## config.mk

```make
export PLATFORM = sky130hd
export DESIGN_NAME = pipeCpuTop
export DESIGN_NICKNAME = d
export VERILOG_FILES = /design/src/design/isaPkg.sv /design/src/design/pipePkg.sv /design/src/design/fetchStage.sv /design/src/design/regFile.sv /design/src/design/decodeStage.sv /design/src/design/executeStage.sv /design/src/design/memoryStage.sv /design/src/design/pipeCpuTop.sv
export SDC_FILE = /design/constraint.sdc
export NUM_CORES = 2
export LEC_CHECK = 0
export ABC_AREA = 1
export BUFFER_PORTS_ARGS = -buffer_cell sky130_fd_sc_hd__clkbuf_2
export CORE_AREA = 2 2 525 397
export DETAILED_ROUTE_END_ITERATION = 16
export DIE_AREA = 0 0 527 399
export PLACE_DENSITY_LB_ADDON = 0.3
export SLEW_MARGIN = 30
export SYNTH_ARGS = -nofsm -noshare
export SYNTH_HDL_FRONTEND = slang
export SYNTH_SLANG_ARGS = --single-unit
```

## constraint.sdc

```tcl
create_clock -name clk -period 8.8 [get_ports clk]
set_input_delay 0.44 -clock clk [delete_from_list [all_inputs] [get_ports clk]]
set_output_delay 0.44 -clock clk [all_outputs]
set_load 0.05 [all_outputs]
```

## src/design/isaPkg.sv

```systemverilog
`default_nettype none

package isaPkg;

    // primary opcodes
    localparam logic [5:0] opRType = 6'h00;
    localparam logic [5:0] opJ     = 6'h02;
    localparam logic [5:0] opJal   = 6'h03;
    localparam logic [5:0] opBeq   = 6'h04;
    localparam logic [5:0] opBne   = 6'h05;
    localparam logic [5:0] opAddi  = 6'h08;
    localparam logic [5:0] opSlti  = 6'h0a;
    localparam logic [5:0] opAndi  = 6'h0c;
    localparam logic [5:0] opOri   = 6'h0d;
    localparam logic [5:0] opXori  = 6'h0e;
    localparam logic [5:0] opLui   = 6'h0f;
    localparam logic [5:0] opLw    = 6'h23;
    localparam logic [5:0] opSw    = 6'h2b;

    // function codes, valid only under opRType
    localparam logic [5:0] fnSll  = 6'h00;
    localparam logic [5:0] fnSrl  = 6'h02;
    localparam logic [5:0] fnJr   = 6'h08;
    localparam logic [5:0] fnAdd  = 6'h20;
    localparam logic [5:0] fnAddu = 6'h21;
    localparam logic [5:0] fnSub  = 6'h22;
    localparam logic [5:0] fnSubu = 6'h23;
    localparam logic [5:0] fnAnd  = 6'h24;
    localparam logic [5:0] fnOr   = 6'h25;
    localparam logic [5:0] fnXor  = 6'h26;
    localparam logic [5:0] fnSlt  = 6'h2a;

    typedef enum logic [3:0] {
        aluAdd,
        aluSub,
        aluAnd,
        aluOr,
        aluXor,
        aluSlt,
        aluSll,
        aluSrl,
        aluLui,
        aluNone
    } aluOpT;

    typedef struct packed {
        logic [5:0] opcode;
        logic [4:0] rs;
        logic [4:0] rt;
        logic [4:0] rd;
        logic [4:0] shamt;
        logic [5:0] funct;
    } rTypeT;

    typedef struct packed {
        logic [5:0]  opcode;
        logic [4:0]  rs;
        logic [4:0]  rt;
        logic [15:0] imm;
    } iTypeT;

    typedef struct packed {
        logic [5:0]  opcode;
        logic [25:0] target;
    } jTypeT;

    // same 32-bit word seen through each format
    typedef union packed {
        rTypeT r;
        iTypeT i;
        jTypeT j;
    } instrT;

    // sll r0, r0, 0
    localparam instrT nopWord = '0;

endpackage

`default_nettype wire

```

## src/design/pipePkg.sv

```systemverilog
`default_nettype none

package pipePkg;

    localparam int regAddrW = 5;
    localparam int dataW    = 32;

    typedef struct packed {
        logic               valid;
        logic [dataW-1:0]   pcPlus4;
        isaPkg::instrT      instr;
    } ifIdT;

    typedef struct packed {
        logic                valid;
        isaPkg::aluOpT       aluOp;
        logic                useImm;
        logic                useShamt;
        logic                memRead;
        logic                memWrite;
        logic                regWrite;
        logic [regAddrW-1:0] dest;
        logic [dataW-1:0]    rsVal;
        logic [dataW-1:0]    rtVal;
        logic [dataW-1:0]    imm;
        logic [4:0]          shamt;
        logic [dataW-1:0]    linkPc;
        // jal result is the link pc, not the ALU
        logic                isLink;
    } idExT;

    typedef struct packed {
        logic                valid;
        logic                memRead;
        logic                memWrite;
        logic                regWrite;
        logic [regAddrW-1:0] dest;
        logic [dataW-1:0]    aluResult;
        logic [dataW-1:0]    storeData;
    } exMemT;

    typedef struct packed {
        logic                regWrite;
        logic [regAddrW-1:0] dest;
        logic [dataW-1:0]    data;
    } memWbT;

    // wishbone classic master request
    typedef struct packed {
        logic             cyc;
        logic             stb;
        logic             we;
        logic [dataW-1:0] adr;
        logic [dataW-1:0] datOut;
    } wbMasterT;

endpackage

`default_nettype wire

```

## src/design/fetchStage.sv

```systemverilog
`default_nettype none

module fetchStage (
    input  wire                clk,
    input  wire                rstN,
    input  wire                freeze,
    input  wire                stall,
    input  wire                redirectValid,
    input  wire [31:0]         redirectTarget,
    input  wire isaPkg::instrT imemData,
    output logic [31:0]        imemAddr,
    output pipePkg::ifIdT      ifId
);

    logic [31:0] pc;

    assign imemAddr = pc;

    always_ff @(posedge clk) begin
        if (!rstN) begin
            pc         <= '0;
            ifId.valid <= 1'b0;
        end else if (!freeze) begin
            if (redirectValid) begin
                // word fetched behind the jump is dropped
                pc         <= redirectTarget;
                ifId.valid <= 1'b0;
                ifId.instr <= isaPkg::nopWord;
            end else if (!stall) begin
                pc           <= pc + 32'd4;
                ifId.valid   <= 1'b1;
                ifId.pcPlus4 <= pc + 32'd4;
                ifId.instr   <= imemData;
            end
        end
    end

endmodule

`default_nettype wire

```

## src/design/regFile.sv

```systemverilog
`default_nettype none

module regFile (
    input  wire                          clk,
    input  wire                          rstN,
    input  wire [pipePkg::regAddrW-1:0]  rdAddrA,
    input  wire [pipePkg::regAddrW-1:0]  rdAddrB,
    input  wire pipePkg::memWbT          wb,
    output logic [pipePkg::dataW-1:0]    rdDataA,
    output logic [pipePkg::dataW-1:0]    rdDataB
);

    logic [pipePkg::dataW-1:0] regs [32];
    logic                      wrEn;

    // register 0 is never written
    assign wrEn = wb.regWrite && (wb.dest != '0);

    always_ff @(posedge clk) begin
        if (!rstN) begin
            for (int k = 0; k < 32; k++) begin
                regs[k] <= '0;
            end
        end else if (wrEn) begin
            regs[wb.dest] <= wb.data;
        end
    end

    // same-cycle write shows up on the read ports
    assign rdDataA = (wrEn && wb.dest == rdAddrA) ? wb.data : regs[rdAddrA];
    assign rdDataB = (wrEn && wb.dest == rdAddrB) ? wb.data : regs[rdAddrB];

endmodule

`default_nettype wire

```

## src/design/decodeStage.sv

```systemverilog
`default_nettype none

module decodeStage (
    input  wire                          clk,
    input  wire                          rstN,
    input  wire                          freeze,
    input  wire pipePkg::ifIdT           ifId,
    input  wire pipePkg::memWbT          wb,
    input  wire [pipePkg::regAddrW-1:0]  exDest,
    input  wire                          exRegWrite,
    input  wire [pipePkg::regAddrW-1:0]  memDest,
    input  wire                          memRegWrite,
    output pipePkg::idExT                idEx,
    output logic                         stall,
    output logic                         redirectValid,
    output logic [31:0]                  redirectTarget
);

    isaPkg::instrT instr;
    logic [5:0]    op;
    logic [5:0]    fn;
    isaPkg::aluOpT aluOp;
    logic          isR;
    logic          isShift;
    logic          isJr;
    logic          isJal;
    logic          isJump;
    logic          isBranch;
    logic          zeroExt;
    logic          useImm;
    logic          regWrite;
    logic          usesRs;
    logic          usesRt;
    logic          takeBranch;
    logic          hazardRs;
    logic          hazardRt;
    logic [31:0]   rsVal;
    logic [31:0]   rtVal;
    logic [31:0]   immExt;
    logic [pipePkg::regAddrW-1:0] dest;

    assign instr = ifId.instr;
    assign op    = instr.r.opcode;
    assign fn    = instr.r.funct;

    regFile regFile_i (
        .clk     (clk),
        .rstN    (rstN),
        .rdAddrA (instr.r.rs),
        .rdAddrB (instr.r.rt),
        .wb      (wb),
        .rdDataA (rsVal),
        .rdDataB (rtVal)
    );

    assign isR      = op == isaPkg::opRType;
    assign isShift  = isR && (fn == isaPkg::fnSll || fn == isaPkg::fnSrl);
    assign isJr     = isR && fn == isaPkg::fnJr;
    assign isJal    = op == isaPkg::opJal;
    assign isJump   = op == isaPkg::opJ || isJal;
    assign isBranch = op == isaPkg::opBeq || op == isaPkg::opBne;
    assign zeroExt  = op inside {isaPkg::opAndi, isaPkg::opOri, isaPkg::opXori};
    assign useImm   = zeroExt ||
                      op inside {isaPkg::opAddi, isaPkg::opSlti, isaPkg::opLui,
                                 isaPkg::opLw, isaPkg::opSw};

    always_comb begin
        aluOp = isaPkg::aluNone;
        if (isR) begin
            case (fn)
                isaPkg::fnAdd, isaPkg::fnAddu: aluOp = isaPkg::aluAdd;
                isaPkg::fnSub, isaPkg::fnSubu: aluOp = isaPkg::aluSub;
                isaPkg::fnAnd:                 aluOp = isaPkg::aluAnd;
                isaPkg::fnOr:                  aluOp = isaPkg::aluOr;
                isaPkg::fnXor:                 aluOp = isaPkg::aluXor;
                isaPkg::fnSlt:                 aluOp = isaPkg::aluSlt;
                isaPkg::fnSll:                 aluOp = isaPkg::aluSll;
                isaPkg::fnSrl:                 aluOp = isaPkg::aluSrl;
                default:                       aluOp = isaPkg::aluNone;
            endcase
        end else begin
            case (op)
                isaPkg::opAddi, isaPkg::opLw, isaPkg::opSw: aluOp = isaPkg::aluAdd;
                isaPkg::opAndi: aluOp = isaPkg::aluAnd;
                isaPkg::opOri:  aluOp = isaPkg::aluOr;
                isaPkg::opXori: aluOp = isaPkg::aluXor;
                isaPkg::opSlti: aluOp = isaPkg::aluSlt;
                isaPkg::opLui:  aluOp = isaPkg::aluLui;
                default:        aluOp = isaPkg::aluNone;
            endcase
        end
    end

    // jr and unknown functs leave aluOp at none and write nothing
    assign regWrite = (isR && aluOp != isaPkg::aluNone) || isJal ||
                      (useImm && op != isaPkg::opSw);
    assign dest     = isJal ? 5'd31 : (isR ? instr.r.rd : instr.i.rt);
    assign immExt   = zeroExt ? {16'd0, instr.i.imm} : {{16{instr.i.imm[15]}}, instr.i.imm};

    // which source registers this instruction actually reads
    assign usesRs = !(isShift || isJump || op == isaPkg::opLui);
    assign usesRt = (isR && !isJr) || isBranch || op == isaPkg::opSw;

    assign hazardRs = usesRs && instr.r.rs != '0 &&
                      ((exRegWrite && exDest == instr.r.rs) ||
                       (memRegWrite && memDest == instr.r.rs));
    assign hazardRt = usesRt && instr.r.rt != '0 &&
                      ((exRegWrite && exDest == instr.r.rt) ||
                       (memRegWrite && memDest == instr.r.rt));
    assign stall    = ifId.valid && (hazardRs || hazardRt);

    // branch resolves here, so no redirect before operands are final
    assign takeBranch    = (op == isaPkg::opBeq && rsVal == rtVal) ||
                           (op == isaPkg::opBne && rsVal != rtVal);
    assign redirectValid = ifId.valid && !stall && (isJump || isJr || takeBranch);

    always_comb begin
        if (isJr) begin
            redirectTarget = rsVal;
        end else if (isJump) begin
            redirectTarget = {ifId.pcPlus4[31:28], instr.j.target, 2'b00};
        end else begin
            redirectTarget = ifId.pcPlus4 + {immExt[29:0], 2'b00};
        end
    end

    always_ff @(posedge clk) begin
        if (!rstN) begin
            idEx.valid <= 1'b0;
        end else if (!freeze) begin
            // stall sends a bubble downstream
            idEx.valid    <= ifId.valid && !stall;
            idEx.aluOp    <= aluOp;
            idEx.useImm   <= useImm;
            idEx.useShamt <= isShift;
            idEx.memRead  <= op == isaPkg::opLw;
            idEx.memWrite <= op == isaPkg::opSw;
            idEx.regWrite <= regWrite;
            idEx.dest     <= dest;
            idEx.rsVal    <= rsVal;
            idEx.rtVal    <= rtVal;
            idEx.imm      <= immExt;
            idEx.shamt    <= instr.r.shamt;
            idEx.linkPc   <= ifId.pcPlus4;
            idEx.isLink   <= isJal;
        end
    end

endmodule

`default_nettype wire

```

## src/design/executeStage.sv

```systemverilog
`default_nettype none

module executeStage (
    input  wire                          clk,
    input  wire                          rstN,
    input  wire                          freeze,
    input  wire pipePkg::idExT           idEx,
    output pipePkg::exMemT               exMem,
    output logic [pipePkg::regAddrW-1:0] exDest,
    output logic                         exRegWrite
);

    logic [31:0] opA;
    logic [31:0] opB;
    logic [31:0] aluOut;
    logic [31:0] result;

    assign exDest     = idEx.dest;
    assign exRegWrite = idEx.valid && idEx.regWrite;

    // shifts take the amount on A and the value on B
    assign opA = idEx.useShamt ? {27'd0, idEx.shamt} : idEx.rsVal;
    assign opB = idEx.useImm ? idEx.imm : idEx.rtVal;

    always_comb begin
        case (idEx.aluOp)
            isaPkg::aluAdd: aluOut = opA + opB;
            isaPkg::aluSub: aluOut = opA - opB;
            isaPkg::aluAnd: aluOut = opA & opB;
            isaPkg::aluOr:  aluOut = opA | opB;
            isaPkg::aluXor: aluOut = opA ^ opB;
            isaPkg::aluSlt: aluOut = {31'd0, $signed(opA) < $signed(opB)};
            isaPkg::aluSll: aluOut = opB << opA[4:0];
            isaPkg::aluSrl: aluOut = opB >> opA[4:0];
            isaPkg::aluLui: aluOut = {opB[15:0], 16'd0};
            default:        aluOut = '0;
        endcase
    end

    assign result = idEx.isLink ? idEx.linkPc : aluOut;

    always_ff @(posedge clk) begin
        if (!rstN) begin
            exMem.valid <= 1'b0;
        end else if (!freeze) begin
            exMem.valid     <= idEx.valid;
            exMem.memRead   <= idEx.memRead;
            exMem.memWrite  <= idEx.memWrite;
            exMem.regWrite  <= idEx.regWrite;
            exMem.dest      <= idEx.dest;
            exMem.aluResult <= result;
            exMem.storeData <= idEx.rtVal;
        end
    end

endmodule

`default_nettype wire

```

## src/design/memoryStage.sv

```systemverilog
`default_nettype none

module memoryStage (
    input  wire                          clk,
    input  wire                          rstN,
    input  wire pipePkg::exMemT          exMem,
    input  wire [31:0]                   wbDatIn,
    input  wire                          wbAck,
    output pipePkg::wbMasterT            wbOut,
    output logic                         freeze,
    output pipePkg::memWbT               wb,
    output logic [pipePkg::regAddrW-1:0] memDest,
    output logic                         memRegWrite
);

    logic memOp;
    logic gap;

    assign memOp       = exMem.valid && (exMem.memRead || exMem.memWrite);
    assign memDest     = exMem.dest;
    assign memRegWrite = exMem.valid && exMem.regWrite;

    // request stays put while frozen, so fields are stable until ack
    assign wbOut.cyc    = memOp && !gap;
    assign wbOut.stb    = memOp && !gap;
    assign wbOut.we     = exMem.memWrite;
    assign wbOut.adr    = exMem.aluResult;
    assign wbOut.datOut = exMem.storeData;

    // hold everything until the ack edge
    assign freeze = memOp && !(wbOut.stb && wbAck);

    // one idle cycle after every ack
    always_ff @(posedge clk) begin
        if (!rstN) begin
            gap <= 1'b0;
        end else begin
            gap <= wbOut.stb && wbAck;
        end
    end

    always_ff @(posedge clk) begin
        if (!rstN) begin
            wb.regWrite <= 1'b0;
        end else if (!freeze) begin
            wb.regWrite <= exMem.valid && exMem.regWrite;
            wb.dest     <= exMem.dest;
            wb.data     <= exMem.memRead ? wbDatIn : exMem.aluResult;
        end
    end

endmodule

`default_nettype wire

```

## src/design/pipeCpuTop.sv

```systemverilog
`default_nettype none

module pipeCpuTop (
    input  wire                clk,
    input  wire                rstN,
    input  wire isaPkg::instrT imemData,
    input  wire [31:0]         wbDatIn,
    input  wire                wbAck,
    output logic [31:0]        imemAddr,
    output pipePkg::wbMasterT  wbOut
);

    pipePkg::ifIdT  ifId;
    pipePkg::idExT  idEx;
    pipePkg::exMemT exMem;
    pipePkg::memWbT wb;
    logic           freeze;
    logic           stall;
    logic           redirectValid;
    logic [31:0]    redirectTarget;
    logic [pipePkg::regAddrW-1:0] exDest;
    logic [pipePkg::regAddrW-1:0] memDest;
    logic           exRegWrite;
    logic           memRegWrite;

    fetchStage fetch_i (
        .clk            (clk),
        .rstN           (rstN),
        .freeze         (freeze),
        .stall          (stall),
        .redirectValid  (redirectValid),
        .redirectTarget (redirectTarget),
        .imemData       (imemData),
        .imemAddr       (imemAddr),
        .ifId           (ifId)
    );

    decodeStage decode_i (
        .clk            (clk),
        .rstN           (rstN),
        .freeze         (freeze),
        .ifId           (ifId),
        .wb             (wb),
        .exDest         (exDest),
        .exRegWrite     (exRegWrite),
        .memDest        (memDest),
        .memRegWrite    (memRegWrite),
        .idEx           (idEx),
        .stall          (stall),
        .redirectValid  (redirectValid),
        .redirectTarget (redirectTarget)
    );

    executeStage execute_i (
        .clk        (clk),
        .rstN       (rstN),
        .freeze     (freeze),
        .idEx       (idEx),
        .exMem      (exMem),
        .exDest     (exDest),
        .exRegWrite (exRegWrite)
    );

    memoryStage memory_i (
        .clk         (clk),
        .rstN        (rstN),
        .exMem       (exMem),
        .wbDatIn     (wbDatIn),
        .wbAck       (wbAck),
        .wbOut       (wbOut),
        .freeze      (freeze),
        .wb          (wb),
        .memDest     (memDest),
        .memRegWrite (memRegWrite)
    );

endmodule

`default_nettype wire

```

======== Yosys cells after proc, flatten, opt, wreduce, memory -nomap -nowiden ========
Memories as Yosys holds them, arrays and structs flattened. A register that Yosys moved wholly into a read port is not among the register bits.
Index checks and enable logic that the tools add are counted.
storage, ports and cells
  flip-flop bits (word level) ............. 357
  bits in latches ......................... 0
  bits in writable memories ............... 1024
  memory bits (read-only) ................. 0
  output and inout port bits .............. 99
  logic and storage cells ................. 179
  memories ................................ 1
operators by class
  add/subtract/negate cells ............... 4
  multipliers ............................. 0
  div/mod/pow operators ................... 0
  $lt $le $gt $ge ......................... 1
  equality and inequality tests ........... 41
  shifts and indexed selects .............. 2
  multiplexer cells ....................... 29
  bitwise gates (word level) .............. 6
  reductions and logical operators ........ 65
memories
  name                     words  bits a word  read ports  clocked after Yosys merged registers in  write ports  line           source
  decode_i.regFile_i.regs  32     32           2           2                                        32           regFile.sv:13  logic [pipePkg::dataW-1:0] regs [32];
operator list
  operator                                       count
  2-to-1 mux 32 bit                              11
  one-hot mux 32 bit (9 select lines)            1
  2-to-1 mux 65 bit                              1
  adder 32 bit                                   2
  == test 6 bit, second input constant           10
  == test 6 x 4 -> 1 bit, second input constant  7
  adder 32 x 3 -> 32 bit, second input constant  1
  AND 32 bit                                     1
  == test 32 bit                                 1
  < comparator 32 bit                            1
  inequality test 32 bit                         1
  OR 32 bit                                      1
  one-hot mux 4 bit (8 select lines)             1
  OR reduction 32 bit                            1
  << shifter 32 x 5 -> 32 bit                    1
  right shift 32 x 5 -> 32 bit                   1
  subtractor 32 bit                              1
  XOR 32 bit                                     1
  == test 5 bit                                  6
  2-to-1 mux 30 bit                              1
  2-to-1 mux 5 bit                               6
  logical AND 1 bit                              27
  one-hot mux 4 bit (6 select lines)             1
  nonzero test 5 bit                             4
  22 further kinds                               59

======== Logic depth before layout (Yosys ltp) ========
  word-level depth ........................ 16
  gate-level depth with buffers ........... 27
  gate-level depth less buffers ........... 26

======== Hierarchy ========
Synthesis repeated with hierarchy kept, for this count alone.
unflattened totals
  cell total of the unflattened synthesis .. 11287
  area, all modules ....................... 84659.9 sq um
by module, submodules not included
  module        times used  cells each  area each (sq um)
  regFile       1           7252        56589.3
  executeStage  1           2340        12987.5
  decodeStage   1           1021        8191.6
  fetchStage    1           508         4581.9
  memoryStage   1           166         2309.7

======== Least setup slack after synthesis ========
No wires, ideal clock.
  path kind ............................... register to register
  start point ............................. register execute_i.exMem[71] (netlist name)
  end point ............................... register decode_i.idEx[0] (netlist name)
  library setup time ...................... 0.697 ns
  arrival ................................. 8.538 ns
  required time ........................... 8.103 ns
  setup slack ............................. -0.435 ns
  cell stages (with the launch flop) ...... 9
  period minus slack after synthesis ...... 9.235 ns
  cell sequence ........................... edfxtp_1 > clkbuf_1 > o21ai_0 > nor2_1 > a21oi_1 > inv_1 > nand2_1 > inv_1 > clkbuf_1

==> reports/qor.yml <==
power_and_ir_drop:
  p_sw_mw: 7.08
  ir_worst_vdd_mv: 0.136
  clkPwrFrac: 0.324
  combPwrFrac: 0.264
  leakagePower_nw: 37.0
  p_int_mw: 12.1
  p_per_area_mw_per_mm2: 215
  pwr-share-seq: 0.412
  swShare: 0.369
synthesis:
  synth_ff_type: "edfxtp_1"
  ys_types: 62
  synth_cells: 10496
  synth_enable_flop_cells: 1326
  syn_avg_cell_area_um2: 7.77
  syn_area_mm2: 0.0816
  synth-seq-cells: 1373
  ys.warnings.count: 0
  synthArstFlopShare: 0
  yosysSeqAreaShare: 0.500
finish:
  fill_cells: 20133
  final_nets: 10403
  layout_commonest_cell: "nand2_1"
  design_area_mm2: 0.0891
  final_cell_mix: "3540 x nand2_1, 1901 x nand3_1, 1326 x edfxtp_1"
  syn2layout_area_growth_pct: 9.19
  drive_gt1_frac: 0.0653
  post-route-util: 0.435
worst_setup_path:
  crit_top_cell: "nand2_1"
  worstSetupStartpointType: "flip-flop"
  cpPeakStageDelay_ns: 0.74
  slowest_stage: "inv_8"
  path_cells: "inv_8 > buf_12 > nand3_1 > nand3_1 > nand2_1 > nand2_1 > nand3_1 > nand3_1 > nand2_1 > nand2_1 > nand2_1 > nand2_1 > nor2_1 > nand2_1 > nor2_1 > nand3_1 > nand3_2 > buf_4 > nand2_2 > inv_2 > nor2_2 > buf_4"
  path_max_fanout: 115
  r2r_cells: 22
  cp-end-kind: "flip-flop"
  required_ns: 9.24
  crit_arrival_ns: 6.96
  critPathKind: "reg2reg"
sta:
  period_needed_ns: 6.52
  slew_headroom: 0.248
  period_share: 0.741
  skew_ns: 0.0525
  tns_ns: 0
  final_hold_viol_count: 0
  rsz0062_at_grt: "no"
  maxSlewViolCount: 0
  setup_viol: 0
  worst_slew_pin_slew_ns: 1.13
  fmax_mhz: 153
global_route:
  grt_max_degree: 171
  grt_use_total: 0.339
  overflow: 0
  antenna_found_initial: 24
  grt_pass1_wl_mm: 518
  grt_pass1_vias: 69741
clock_tree:
  cts.sinks: 1373
  ctsRootBufferMaster: "clkbuf_16"
  numCtsBuffers: 147
  clk_latency_ns: 0.83
  cts_resized: 0
  cts.clk_slew.worst_paths_ns: 0.06
  clockBufferDepth: 3
  postCtsHoldBufs: 49
  cts_tree: "done"
  cts_setup_buffers: 0
  ctsHtreeMaxLevel: 4
routing:
  via_count: 79197
  finalWirelength_mm: 368
  drt-initial-drc-count: 14987
  wl_met1_mm: 146
  viasPerCell: 6.08
  drc_errors: 0
  route.met3.wl_mm: 65.5
  wl_per_cell_um: 28.3
  routed.top_layer: "met5"
  dr_wl_met2_mm: 141
  first_pass_iters: 7
  final_antenna_net_count: 0
die:
  ios: 166
  core_area_mm2: 0.205
  die_w_um: 527
  rows: 144
  die_area_mm2: 0.210
  initial_utilization: 0.399
  die_y_um: 399
hold_path:
  hp-class: "in2reg"
  hold_depth: 3
placed_design:
  place_area_mm2: 0.0839
  dp_hpwl_mm: 238
  globalplace.congestion: 1.04
  port_buffers: 165
run:
  cap_violations: 0
outcome:
  status: "completed"
[cell usage after synthesis (4+ instances only)]
cell type     n  area (um2)
nand2_1    3571       13400
nand3_1    1901        9510
edfxtp_1   1326       39800
nor2_1     1247        4680
clkbuf_1    446        1670
inv_1       401        1510
buf_2       281        1410
o21ai_0     274        1370
a21oi_1     241        1210
ha_1        126        1580
buf_4        84         631
dfxtp_1      47         941
o211ai_1     46         345
xor2_1       45         394
nor3_1       43         215
nand4_1      41         257
buf_1        36         135
o22ai_1      30         188
a31oi_1      29         181
or2_2        28         175
xnor2_1      28         245
inv_2        18        67.6
o21a_1       18         135
nor4_1       17         106
o221ai_1     16         140
mux2i_1      14         140
a211oi_1     13        97.6
a21o_1       13        97.6
a221oi_1     10        87.6
a22oi_1      10        75.1
clkinv_1     10        37.5
a2111oi_0     9        78.8
a21boi_0      9        67.6
o2111ai_1     7        61.3
o21ai_1       6        30.0
buf_6         5        56.3
nand3b_1      4        30.0
[kinds of logic after synthesis]
| family | after synthesis | share of synthesized area |
|---|---|---|
| AO/OA/AOI/OAI | 756 | 0.0538 |
| XOR/XNOR | 73 | 0.00784 |
| adder cells (fa/ha/maj) | 129 | 0.0201 |
| buffers and inverters | 1281 | 0.0676 |
| flip-flops | 1373 | 0.500 |
| multiplexers | 14 | 0.00172 |
| other | 1 | 0.0000460 |
| AND/OR/NAND/NOR | 6869 | 0.349 |
[flip-flops by register name, summed over array words and instances (netlist names), named ones only]
name                     flops
execute_i.exMem             73
decode_i.regFile_i.regs   1024
fetch_i.ifId                65
memory_i.wb                 38
decode_i.idEx              130
memory_i.gap                 1
fetch_i.imemAddr            32
[stage by stage]
step	total power, mW	std cells	hold slack [ns]	setup WS [ns]
CTS	18.8	13021	0.0156	2.56
floorplan	10.8	10527	0.400	3.05
finish	19.2	13027	0.0500	2.28
global route	19.6	13022	0.0500	2.13
detailed placement	12.7	12709	0.406	2.60
global placement	12.7	12708	0.409	2.62
[per-layer routing]
| layer | vias up | global-route usage |
|---|---|---|
| met3 | 770 | 0.144 |
| met2 | 6388 | 0.448 |
| met1 | 37645 | 0.486 |
| met4 | 20 | 0.123 |
| met5 | - | 0 |
| li1 | 34374 | - |
[power groups by stage]
stage	registers, mW	clock network, mW	logic (mW)
floorplan	7.83	0	2.95
global placement	8.00	0	4.72
detailed placement	8.00	0	4.74
CTS	7.87	6.21	4.77
global route	7.90	6.47	5.28
finish	7.89	6.21	5.07
[final timing paths]
check / startpoint / to / slack, ns
setup / recovery: flip-flop / fetch_i.ifId[40] / 2.28
hold / removal: wbDatIn[18] / memory_i.wb[18] / 0.05
setup reg to reg: flip-flop / fetch_i.ifId[40] / 2.28
hold reg to reg: decode_i.idEx[141] / execute_i.exMem[71] / 0.42
[worst max-delay path: cells and delay by family (launching register included)]
kind          cells  cell delay, ns
simple gates     17            2.86
buf+inv           5            2.47
flops             1            0.50
[area by class of cell]
class | instances | area (um2) | area share
Tap cell | 2701 | 3380 | 0.0379
Clock inverter | 69 | 696 | 0.00781
Clock buffer | 194 | 3950 | 0.0443
Multi-Input combinational cell | 7873 | 35700 | 0.401
Timing Repair Buffer | 383 | 2890 | 0.0325
Antenna cell | 5 | 12.5 | 0.000140
Inverter | 429 | 1670 | 0.0188
Sequential cell | 1373 | 40800 | 0.458
Power figures use the tool's default switching activity.
